`config.mk`:
```
export PLATFORM = sky130hd
export DESIGN_NAME = rv_core
export DESIGN_NICKNAME = d
export VERILOG_FILES = /design/src/source/rv_pkg.sv /design/src/source/rv_stage_if.sv /design/src/source/rv_core.sv /design/src/source/rv_pc_ctrl.sv /design/src/source/rv_lsu.sv /design/src/source/rv_alu.sv /design/src/source/rv_regfile.sv /design/src/source/rv_predecode.sv
export VERILOG_INCLUDE_DIRS = /design/src /design/src/source
export SDC_FILE = /design/constraint.sdc
export NUM_CORES = 2
export LEC_CHECK = 0
export ABC_AREA = 1
export BUFFER_PORTS_ARGS = -buffer_cell sky130_fd_sc_hd__buf_4
export CAP_MARGIN = 20
export CORE_AREA = 4 4 368 461
export DETAILED_ROUTE_END_ITERATION = 10
export DIE_AREA = 0 0 372 465
export MAX_ROUTING_LAYER = met4
export PLACE_DENSITY = 0.7
export SYNTH_ARGS = -nofsm -noshare
export SYNTH_HDL_FRONTEND = slang
export SYNTH_SLANG_ARGS = --single-unit
export TNS_END_PERCENT = 100
```
`constraint.sdc`:
```
create_clock -name CLK -period 12.4 [get_ports CLK]
set_input_delay 1.24 -clock CLK [delete_from_list [all_inputs] [get_ports CLK]]
set_output_delay 1.24 -clock CLK [all_outputs]
set_load 0.005 [all_outputs]
```
`src/source/rv_macros.svh`:
```
// width, register count and reset constants, included by the package and the RTL files that use them
`ifndef RV_MACROS_SVH
`define RV_MACROS_SVH

// data and address width
`define RV_XLEN 32

// architectural registers and their index width
`define RV_NREGS 32
`define RV_REGW 5

// first fetch address once the reset count ends
`define RV_RESET_PC 32'h0000_0000

// loaded into x2 by the reset sequence
`define RV_RESET_SP 32'd4096

`endif
```
`src/source/rv_pkg.sv`:
```
// core types shared by the RTL: word and index types, opcode and funct3 encodings, decoded slot
`include "rv_macros.svh"

package rv_pkg;

    typedef logic [`RV_XLEN-1:0] word_t;   // one data/address word
    typedef logic [`RV_REGW-1:0] reg_idx_t; // register index

    // major opcodes of the kept groups
    typedef enum logic [6:0] {
        opc_lui    = 7'b0110111,
        opc_auipc  = 7'b0010111,
        opc_jal    = 7'b1101111,
        opc_jalr   = 7'b1100111,
        opc_branch = 7'b1100011,
        opc_load   = 7'b0000011,
        opc_store  = 7'b0100011,
        opc_op_imm = 7'b0010011,
        opc_op_reg = 7'b0110011
    } opcode_t;

    // alu funct3, add doubles as sub and sr as srl/sra via the alt bit
    typedef enum logic [2:0] {
        alu_add  = 3'd0,
        alu_sll  = 3'd1,
        alu_slt  = 3'd2,
        alu_sltu = 3'd3,
        alu_xor  = 3'd4,
        alu_sr   = 3'd5,
        alu_or   = 3'd6,
        alu_and  = 3'd7
    } alu_f3_t;

    typedef enum logic [2:0] {
        mem_b  = 3'd0,
        mem_h  = 3'd1,
        mem_w  = 3'd2,
        mem_bu = 3'd4,
        mem_hu = 3'd5
    } mem_f3_t;

    typedef enum logic [2:0] {
        br_beq  = 3'd0,
        br_bne  = 3'd1,
        br_blt  = 3'd4,
        br_bge  = 3'd5,
        br_bltu = 3'd6,
        br_bgeu = 3'd7
    } br_f3_t;

    // one pre-decoded instruction, flags first, immediates last
    typedef struct packed {
        logic     is_lui;
        logic     is_auipc;
        logic     is_jal;
        logic     is_jalr;
        logic     is_branch;
        logic     is_load;
        logic     is_store;
        logic     is_op_imm;
        logic     is_op_reg;
        reg_idx_t rd;
        reg_idx_t rs1;
        reg_idx_t rs2;
        logic [2:0] funct3;
        logic     alt;    // funct7 bit 5
        word_t    simm;   // sign-extended immediate
        word_t    uimm;   // zero-extended immediate
    } dec_instr_t;

endpackage

```
`src/source/rv_stage_if.sv`:
```
// decoded-slot bundle between pre-decode and execute, with producer, stage and consumer views
`timescale 1ns/1ps

interface rv_stage_if
    import rv_pkg::*;
();

    dec_instr_t instr; // registered by pre-decode
    logic       valid; // low in a flush slot
    word_t      pc;    // address of the executing instruction

    // pc control owns the address and the flush state
    modport producer (
        output pc,
        output valid,
        input  instr
    );

    // pre-decode fills the instruction
    modport stage (
        output instr
    );

    // execute side reads everything
    modport consumer (
        input instr,
        input valid,
        input pc
    );

endinterface

```
`src/source/rv_core.sv`:
```
// two-stage RV32I core top level: stage instances, their wiring and the plain instruction/data bus
`timescale 1ns/1ps

module rv_core
    import rv_pkg::*;
(
    input  logic       CLK,
    input  logic       arst_n,
    input  logic       halt,   // freezes the core while the bus waits
    input  word_t      idata,  // rom word, one clock after iaddr
    input  word_t      datai,  // ram read data, combinational
    output word_t      iaddr,
    output word_t      datao,
    output word_t      daddr,
    output logic [3:0] be,
    output logic       wr,
    output logic       rd,
    output logic       idle    // flushed or reset slot
);

    logic  in_reset;
    logic  branch_taken;
    logic  wb_en;
    word_t wb_data;
    word_t rs1_data;
    word_t rs2_data;
    word_t alu_result;
    word_t load_data;

    rv_stage_if st_if ();  // decoded slot

    rv_predecode u_predecode (
        .CLK      (CLK),
        .arst_n   (arst_n),
        .halt     (halt),
        .in_reset (in_reset),
        .idata    (idata),
        .st       (st_if)
    );

    rv_regfile u_regfile (
        .CLK      (CLK),
        .arst_n   (arst_n),
        .halt     (halt),
        .st       (st_if),
        .wb_en    (wb_en),
        .wb_data  (wb_data),
        .rs1_data (rs1_data),
        .rs2_data (rs2_data),
        .in_reset (in_reset)
    );

    rv_alu u_alu (
        .st           (st_if),
        .rs1_data     (rs1_data),
        .rs2_data     (rs2_data),
        .alu_result   (alu_result),
        .branch_taken (branch_taken)
    );

    rv_lsu u_lsu (
        .st        (st_if),
        .halt      (halt),
        .rs1_data  (rs1_data),
        .rs2_data  (rs2_data),
        .datai     (datai),
        .daddr     (daddr),
        .datao     (datao),
        .load_data (load_data),
        .be        (be),
        .wr        (wr),
        .rd        (rd)
    );

    rv_pc_ctrl u_pc_ctrl (
        .CLK          (CLK),
        .arst_n       (arst_n),
        .halt         (halt),
        .in_reset     (in_reset),
        .branch_taken (branch_taken),
        .alu_result   (alu_result),
        .load_data    (load_data),
        .daddr        (daddr),      // jalr target comes from the lsu adder
        .st           (st_if),
        .iaddr        (iaddr),
        .wb_en        (wb_en),
        .wb_data      (wb_data),
        .idle         (idle)
    );

endmodule

```
`src/source/rv_pc_ctrl.sv`:
```
// program counters, fetch address, flush slot and write-back value selection
`timescale 1ns/1ps
`include "rv_macros.svh"

module rv_pc_ctrl
    import rv_pkg::*;
(
    input  logic  CLK,
    input  logic  arst_n,
    input  logic  halt,
    input  logic  in_reset,
    input  logic  branch_taken,
    input  word_t alu_result,
    input  word_t load_data,
    input  word_t daddr,
    rv_stage_if.producer st,
    output word_t iaddr,
    output logic  wb_en,
    output word_t wb_data,
    output logic  idle
);

    word_t nxpc;     // sequential fetch address
    word_t pc_dec;   // address of the word now on idata
    word_t pcsimm;   // pc-relative target
    word_t jval;
    logic  jreq;
    logic  flush;    // next slot is a shadow or reset slot

    assign pcsimm = st.pc + st.instr.simm;
    assign jreq   = (st.valid && (st.instr.is_jal || st.instr.is_jalr)) || branch_taken;
    assign jval   = st.instr.is_jalr ? {daddr[31:1], 1'b0} : pcsimm; // jalr drops bit 0

    // redirect goes straight to the rom so only one shadow slot exists
    assign iaddr = in_reset ? `RV_RESET_PC : (jreq ? jval : nxpc);

    always_ff @(posedge CLK or negedge arst_n)
    begin
        if (!arst_n)
        begin
            nxpc   <= `RV_RESET_PC;
            pc_dec <= `RV_RESET_PC;
            st.pc  <= `RV_RESET_PC;
            flush  <= 1'b1;
        end
        else if (in_reset || !halt)
        begin
            pc_dec <= iaddr;          // rom answers this one a cycle later
            nxpc   <= iaddr + 32'd4;
            st.pc  <= pc_dec;
            flush  <= in_reset || jreq;
        end
    end

    assign st.valid = !flush;
    assign idle     = flush;

    assign wb_en = st.valid && (st.instr.is_lui || st.instr.is_auipc || st.instr.is_jal ||
                                st.instr.is_jalr || st.instr.is_load ||
                                st.instr.is_op_imm || st.instr.is_op_reg);

    always_comb
    begin
        if (st.instr.is_auipc)
            wb_data = pcsimm;
        else if (st.instr.is_jal || st.instr.is_jalr)
            wb_data = st.pc + 32'd4;   // link
        else if (st.instr.is_lui)
            wb_data = st.instr.simm;
        else if (st.instr.is_load)
            wb_data = load_data;
        else
            wb_data = alu_result;
    end

endmodule

```
`src/source/rv_lsu.sv`:
```
// data-bus side of execute: effective address, byte enables, store lanes and load extraction
`timescale 1ns/1ps

module rv_lsu
    import rv_pkg::*;
(
    rv_stage_if.consumer st,
    input  logic     halt,
    input  word_t    rs1_data,
    input  word_t    rs2_data,
    input  word_t    datai,
    output word_t    daddr,
    output word_t    datao,
    output word_t    load_data,
    output logic [3:0] be,
    output logic     wr,
    output logic     rd
);

    logic [4:0] lane_sh;   // byte offset as a bit shift
    word_t      lane_byte; // addressed byte moved down to bits 7:0
    logic [15:0] half;     // addressed halfword
    mem_f3_t    size;

    assign daddr     = rs1_data + st.instr.simm; // also the jalr target
    assign size      = mem_f3_t'(st.instr.funct3);
    assign lane_sh   = {daddr[1:0], 3'b000};
    assign lane_byte = datai >> lane_sh;
    assign half      = daddr[1] ? datai[31:16] : datai[15:0];

    always_comb
    begin
        case (size)
            mem_b, mem_bu:
            begin
                be    = 4'b0001 << daddr[1:0];                 // one lane
                datao = {24'b0, rs2_data[7:0]} << lane_sh;     // other lanes zero
            end
            mem_h, mem_hu:
            begin
                be    = daddr[1] ? 4'b1100 : 4'b0011;
                datao = daddr[1] ? {rs2_data[15:0], 16'b0} : {16'b0, rs2_data[15:0]};
            end
            default:
            begin
                be    = 4'b1111;  // word
                datao = rs2_data;
            end
        endcase
    end

    always_comb
    begin
        case (size)
            mem_b:   load_data = {{24{lane_byte[7]}}, lane_byte[7:0]};
            mem_bu:  load_data = {24'b0, lane_byte[7:0]};
            mem_h:   load_data = {{16{half[15]}}, half};
            mem_hu:  load_data = {16'b0, half};
            default: load_data = datai;
        endcase
    end

    // one-cycle strobes, none in a flush slot or a halted cycle
    assign wr = st.valid && st.instr.is_store && !halt;
    assign rd = st.valid && st.instr.is_load && !halt;

endmodule

```
`src/source/rv_alu.sv`:
```
// integer ALU for register and immediate forms plus the conditional-branch compare
`timescale 1ns/1ps

module rv_alu
    import rv_pkg::*;
(
    rv_stage_if.consumer st,
    input  word_t rs1_data,
    input  word_t rs2_data,
    output word_t alu_result,
    output logic  branch_taken
);

    word_t      opb;     // second operand
    logic [4:0] shamt;
    logic       lt_s;    // signed rs1 < opb
    logic       lt_u;
    logic       b_eq;    // branch compares always use rs2
    logic       b_lt_s;
    logic       b_lt_u;
    logic       cond;

    assign opb   = st.instr.is_op_imm ? st.instr.simm : rs2_data;
    assign shamt = st.instr.is_op_imm ? st.instr.uimm[4:0] : rs2_data[4:0]; // shamt is unsigned
    assign lt_s  = $signed(rs1_data) < $signed(opb);
    assign lt_u  = rs1_data < opb;     // sltiu compares the sign-extended imm unsigned

    assign b_eq   = (rs1_data == rs2_data);
    assign b_lt_s = $signed(rs1_data) < $signed(rs2_data);
    assign b_lt_u = rs1_data < rs2_data;

    always_comb
    begin
        case (alu_f3_t'(st.instr.funct3))
            alu_add:
                // sub only exists in the register form, addi has bit 30 as imm
                alu_result = (st.instr.is_op_reg && st.instr.alt) ? rs1_data - opb
                                                                  : rs1_data + opb;
            alu_sll:  alu_result = rs1_data << shamt;
            alu_slt:  alu_result = {31'b0, lt_s};
            alu_sltu: alu_result = {31'b0, lt_u};
            alu_xor:  alu_result = rs1_data ^ opb;
            alu_sr:
                alu_result = st.instr.alt ? word_t'($signed(rs1_data) >>> shamt) // sra
                                          : rs1_data >> shamt;                  // srl
            alu_or:   alu_result = rs1_data | opb;
            alu_and:  alu_result = rs1_data & opb;
            default:  alu_result = rs1_data + opb;
        endcase
    end

    always_comb
    begin
        case (br_f3_t'(st.instr.funct3))
            br_beq:  cond = b_eq;
            br_bne:  cond = !b_eq;
            br_blt:  cond = b_lt_s;
            br_bge:  cond = !b_lt_s;
            br_bltu: cond = b_lt_u;
            br_bgeu: cond = !b_lt_u;
            default: cond = 1'b0;  // 2 and 3 are not branches
        endcase
    end

    // only a live branch slot may redirect
    assign branch_taken = st.valid && st.instr.is_branch && cond;

endmodule

```
`src/source/rv_regfile.sv`:
```
// 32x32 register file with two combinational reads, one write port and the counted reset fill
`timescale 1ns/1ps
`include "rv_macros.svh"

module rv_regfile
    import rv_pkg::*;
(
    input  logic  CLK,
    input  logic  arst_n,
    input  logic  halt,
    rv_stage_if.consumer st,
    input  logic  wb_en,
    input  word_t wb_data,
    output word_t rs1_data,
    output word_t rs2_data,
    output logic  in_reset
);

    word_t    regs [`RV_NREGS]; // architectural registers
    reg_idx_t rst_cnt;          // runs 31 down to 0 after arst_n
    word_t    rst_val;

    assign in_reset = |rst_cnt;                                 // counting
    assign rst_val  = (rst_cnt == 5'd2) ? `RV_RESET_SP : '0;   // sp gets the stack top

    // x0 reads as zero, its entry is never written
    assign rs1_data = (st.instr.rs1 == '0) ? '0 : regs[st.instr.rs1];
    assign rs2_data = (st.instr.rs2 == '0) ? '0 : regs[st.instr.rs2];

    always_ff @(posedge CLK or negedge arst_n)
    begin
        if (!arst_n)
            rst_cnt <= 5'd31;
        else if (in_reset)
            rst_cnt <= rst_cnt - 5'd1; // one register per cycle
    end

    always_ff @(posedge CLK)
    begin
        if (in_reset)
            regs[rst_cnt] <= rst_val;              // x31 down to x1
        else if (wb_en && !halt && st.instr.rd != '0)
            regs[st.instr.rd] <= wb_data;
    end

endmodule

```
`src/source/rv_predecode.sv`:
```
// first pipeline stage: registers the fetched word as opcode flags, register fields and immediates
`timescale 1ns/1ps

module rv_predecode
    import rv_pkg::*;
(
    input  logic  CLK,
    input  logic  arst_n,
    input  logic  halt,
    input  logic  in_reset,
    input  word_t idata,
    rv_stage_if.stage st
);

    logic       frozen;    // halted outside the reset count
    logic       hold_q;    // previous cycle was frozen
    word_t      hold_buf;  // fetched word caught on the first frozen cycle
    word_t      word;      // word presented to the decoder
    opcode_t    opc;
    dec_instr_t dec_n;

    assign frozen = halt && !in_reset;

    // rom keeps sampling iaddr while frozen, so the word seen on entry is kept aside
    assign word = hold_q ? hold_buf : idata;
    assign opc  = opcode_t'(word[6:0]);

    always_comb
    begin
        dec_n           = '0;
        dec_n.is_lui    = (opc == opc_lui);    // one compare per group
        dec_n.is_auipc  = (opc == opc_auipc);
        dec_n.is_jal    = (opc == opc_jal);
        dec_n.is_jalr   = (opc == opc_jalr);
        dec_n.is_branch = (opc == opc_branch);
        dec_n.is_load   = (opc == opc_load);
        dec_n.is_store  = (opc == opc_store);
        dec_n.is_op_imm = (opc == opc_op_imm);
        dec_n.is_op_reg = (opc == opc_op_reg);
        dec_n.rd        = word[11:7];
        dec_n.rs1       = word[19:15];
        dec_n.rs2       = word[24:20];
        dec_n.funct3    = word[14:12];
        dec_n.alt       = word[30];           // sub / sra select
        case (opc)
            opc_store:
            begin
                dec_n.simm = {{20{word[31]}}, word[31:25], word[11:7]}; // s-type
                dec_n.uimm = {20'b0, word[31:25], word[11:7]};
            end
            opc_branch:
            begin
                dec_n.simm = {{19{word[31]}}, word[31], word[7], word[30:25], word[11:8], 1'b0};
                dec_n.uimm = {19'b0, word[31], word[7], word[30:25], word[11:8], 1'b0};
            end
            opc_jal:
            begin
                dec_n.simm = {{11{word[31]}}, word[31], word[19:12], word[20], word[30:21], 1'b0};
                dec_n.uimm = {11'b0, word[31], word[19:12], word[20], word[30:21], 1'b0};
            end
            opc_lui, opc_auipc:
            begin
                dec_n.simm = {word[31:12], 12'b0}; // u-type, same both ways
                dec_n.uimm = {word[31:12], 12'b0};
            end
            default:
            begin
                dec_n.simm = {{20{word[31]}}, word[31:20]}; // i-type
                dec_n.uimm = {20'b0, word[31:20]};
            end
        endcase
    end

    always_ff @(posedge CLK or negedge arst_n)
    begin
        if (!arst_n)
        begin
            st.instr <= '0;
            hold_q   <= 1'b0;
        end
        else
        begin
            hold_q <= frozen;
            if (in_reset)
                st.instr <= '0;    // no flags while counting down
            else if (!halt)
                st.instr <= dec_n;
        end
    end

    always_ff @(posedge CLK)
    begin
        if (frozen && !hold_q)
            hold_buf <= idata;  // word for the address fetched before the freeze
    end

endmodule

```
==> out/results.tsv <==
stage	metric	value	unit
job	maxcap violations	0	
synthesis	unique cell type count in the Yosys netlist	65	
worst_setup_path	crit-path max cell delay	930	ps
worst_setup_path	register-to-register setup slack	2690	ps
sta	Final Max Tran Viols	0	
sta	Layout Skew	60.4	ps
detailed_routing	via/cell ratio	6.58	
synthesis	post-synth top area cell	edfxtp_1	
power_and_ir_drop	static leakage	0.0315	uW
finish	share of cells above drive strength 1	8.11	%
finish	multi-input logic area	33500	um2
synthesis	post-synth top area share	42.9	%
worst_setup_path	Worst Path Buf+Inv	7	
finish	Register Area	35800	um2
worst_setup_path	kind of critical path	register to primary output	
synthesis	Synth area leaders	edfxtp_1 (43%), o21ai_0 (9.6%), nand2_1 (8.2%)	
global_routing	vias in the first global route	68900	
floorplanning	Die Height	465	um
placed_design	GP Congestion	1.06	
cts	worst skew pair latency	820	ps
finish	Post-Layout Cell Count	11200	
synthesis	Cell Area, Synth	73900	um2
worst_setup_path	crit end category	primary output	
finish	layout net count	9105	
cts	Post-CTS Hold Fix Bufs	0	
detailed_routing	WL/cell	31.7	um
sta	shortest period the worst path allows	10920	ps
synthesis	Post-synth EDFFs	1056	
cts	CTS sink cnt	1217	
detailed_routing	router iterations before antenna repair	7	
status	outcome	complete, no violations	
detailed_routing	1st-iter DRT viols	11600	
placed_design	dpl cells	10900	
worst_setup_path	critical path's slowest cell	nand3_1	
finish	Final Util	49.4	%
synthesis	post-synth net total	9247	
floorplanning	num rows	167	
synthesis	Async S/R FF share, synth	13.2	%
power_and_ir_drop	maximum VDD drop	0.141	mV
synthesis	flops & latches, synth	1217	
floorplanning	core area	165000	um2
sta	fin crit share	88.1	%
power_and_ir_drop	pwr dens	175	nW/um2
floorplanning	io pins	170	
sta	Finish-stage setup viols	0	
sta	max_slew headroom	20.2	%
sta	Hold Slack	484	ps
global_routing	largest net degree at the start of global routing	238	
floorplanning	Die W	372	um
worst_setup_path	endpoint required time on the critical path	11160	ps
cts	Clock Path Buffers	3	
global_routing	first-pass GRT wire length	496000	um
worst_setup_path	crit start category	register	
cts	clock root buffer	clkbuf_16	
cts	Clock Pin Slew Worst Setup and Hold Paths	70	ps
worst_setup_path	CP delay by family, top	simple AND/OR/NAND/NOR gates	
detailed_routing	DRC viols	0	
synthesis	Cells after Synth	8983	
synthesis	main flop type after synthesis	edfxtp_1	
synthesis	register area share after synthesis	48.4	%
synthesis	synth cell count leaders	nand2_1 (1616), o21ai_0 (1412), nor2_1 (1114), edfxtp_1 (1056), inv_1 (626)	
cts	Post-CTS Setup Bufs	0	
finish	Area growth syn-to-layout	10.5	%
detailed_routing	routed wire length	354000	um
detailed_routing	remaining antenna violation count	0	
sta	Slew @ Worst Pin	1190	ps
hold_path	Hold WC Path Type	register to register	
placed_design	hpwl dp	235000	um
global_routing	Total GRT Usage	40.7	%
sta	Final Hold Fails	0	
synthesis	Post-Syn Area per Cell	8.22	um2
cts	Post-CTS Resized	0	
detailed_routing	Via Count	73400	
floorplanning	Initial Utilization	44.7	%
worst_setup_path	CP Max Fanout	100	
floorplanning	die area	173000	um2
cts	htree depth	4	
synthesis	most common cell in the netlist	nand2_1	
sta	RSZ-0062 raised after global routing	no	
global_routing	initial antenna violation count	17	
placed_design	port bufs	169	
synthesis	synth warn	0	
worst_setup_path	most frequent CP cell	nand2_1	
cts	TritonCTS buffer count	130	
finish	Fillers	15600	
sta	setup TNS	0	ps
cts	CTS tree	yes	
global_routing	Overflow after GRT	0	
sta	f_max	0.0916	GHz
worst_setup_path	Worst Path Arrival	9680	ps
[final timing paths]
kind	startpoint	to	depth (start not counted)
min in group asynchronous	arst_n	u_predecode.st.instr[85]	1
setup / recovery	u_predecode.st.instr[74]	iaddr[31]	28
max in group asynchronous	arst_n	u_predecode.st.instr[74]	2
setup reg to reg	u_predecode.st.instr[74]	u_regfile.regs[28][24]	32
hold / removal	u_pc_ctrl.nxpc[3]	u_pc_ctrl.nxpc[3]	2
hold reg to reg	u_pc_ctrl.nxpc[3]	u_pc_ctrl.nxpc[3]	2
[kinds of logic (layout without fill, tap and decap cells)]
kind of cell | Yosys count | after routing | synth area share, %
XOR/XNOR | 61 | 61 | 0.723
flip-flops | 1217 | 1217 | 48.4
buffers and inverters | 1276 | 1237 | 6.87
adder cells (fa/ha/maj) | 197 | 197 | 3.38
multiplexers | 17 | 17 | 0.230
AND/OR/NAND/NOR | 3525 | 3525 | 19.7
AO/OA/AOI/OAI | 2690 | 2690 | 20.7
other | 0 | 14 | 0
[registers in the layout (all words and copies together) (netlist names)]
register / flops
u_pc_ctrl.st.pc: 32
u_predecode.hold_q: 1
u_pc_ctrl.nxpc: 30
u_predecode.hold_buf: 32
u_regfile.regs: 1024
u_regfile.rst_cnt: 5
u_pc_ctrl.idle: 1
u_predecode.st.instr: 60
u_pc_ctrl.pc_dec: 32
[area by class of cell]
| cell class | count | share of cell area, % |
|---|---|---|
| clock buffers | 157 | 4.17 |
| flip-flops and latches | 1217 | 43.8 |
| diodes | 14 | 0.0429 |
| multi-input cells | 6490 | 41.1 |
| inverters | 657 | 3.08 |
| repair buffers | 345 | 3.35 |
| clock inverters | 78 | 1.07 |
| well taps | 2197 | 3.37 |
[power breakdown]
group          switching, uW  internal (uW)
registers                173           4530
clock network           1770           2200
logic                   4110           1480
total                   6060           8210
[layer usage]
metal  global-route usage, %  up-vias  share of wire, %
li1                        -    31300                 -
met1                    50.0    35200                36
met2                    61.0     5591                44
met3                    9.01     1326                12
met4                    25.5        0               7.9
met5                       -        -                 0
[cell usage in the layout (no fill, tap or decap), types with 72 or more instances in the layout]
cell | netlist | final
inv_1 | 626 | 623
o21ai_1 | 74 | 72
o211ai_1 | 152 | 152
o21ai_0 | 1412 | 1409
nand2_1 | 1616 | 1615
o221ai_1 | 198 | 198
buf_4 | 20 | 329
a21oi_1 | 478 | 452
dfrtp_1 | 155 | 146
edfxtp_1 | 1056 | 1056
nand3_1 | 596 | 593
nor2_1 | 1114 | 1072
ha_1 | 193 | 193
clkbuf_16 | 0 | 132
o22ai_1 | 222 | 222
[stage by stage]
| stage | cell area (um2) | total power (uW) | worst slack [ps] |
|---|---|---|---|
| finish | 81600 | 14300 | 1480 |
| global route | 81600 | 14800 | 1420 |
| CTS | 81500 | 14100 | 1870 |
| detailed placement | 77300 | 10200 | 2490 |
| global placement | 77200 | 10200 | 2590 |
| floorplan | 73900 | 7730 | 5970 |
[worst reg2reg max path: cells and delay by family (launching register included)]
family	cells	cell delay, ps
flops	1	900
simple gates	11	3010
buf+inv	8	2720
compound gates	11	2070
fa+ha+maj	2	720
Power figures use the tool's default switching activity.
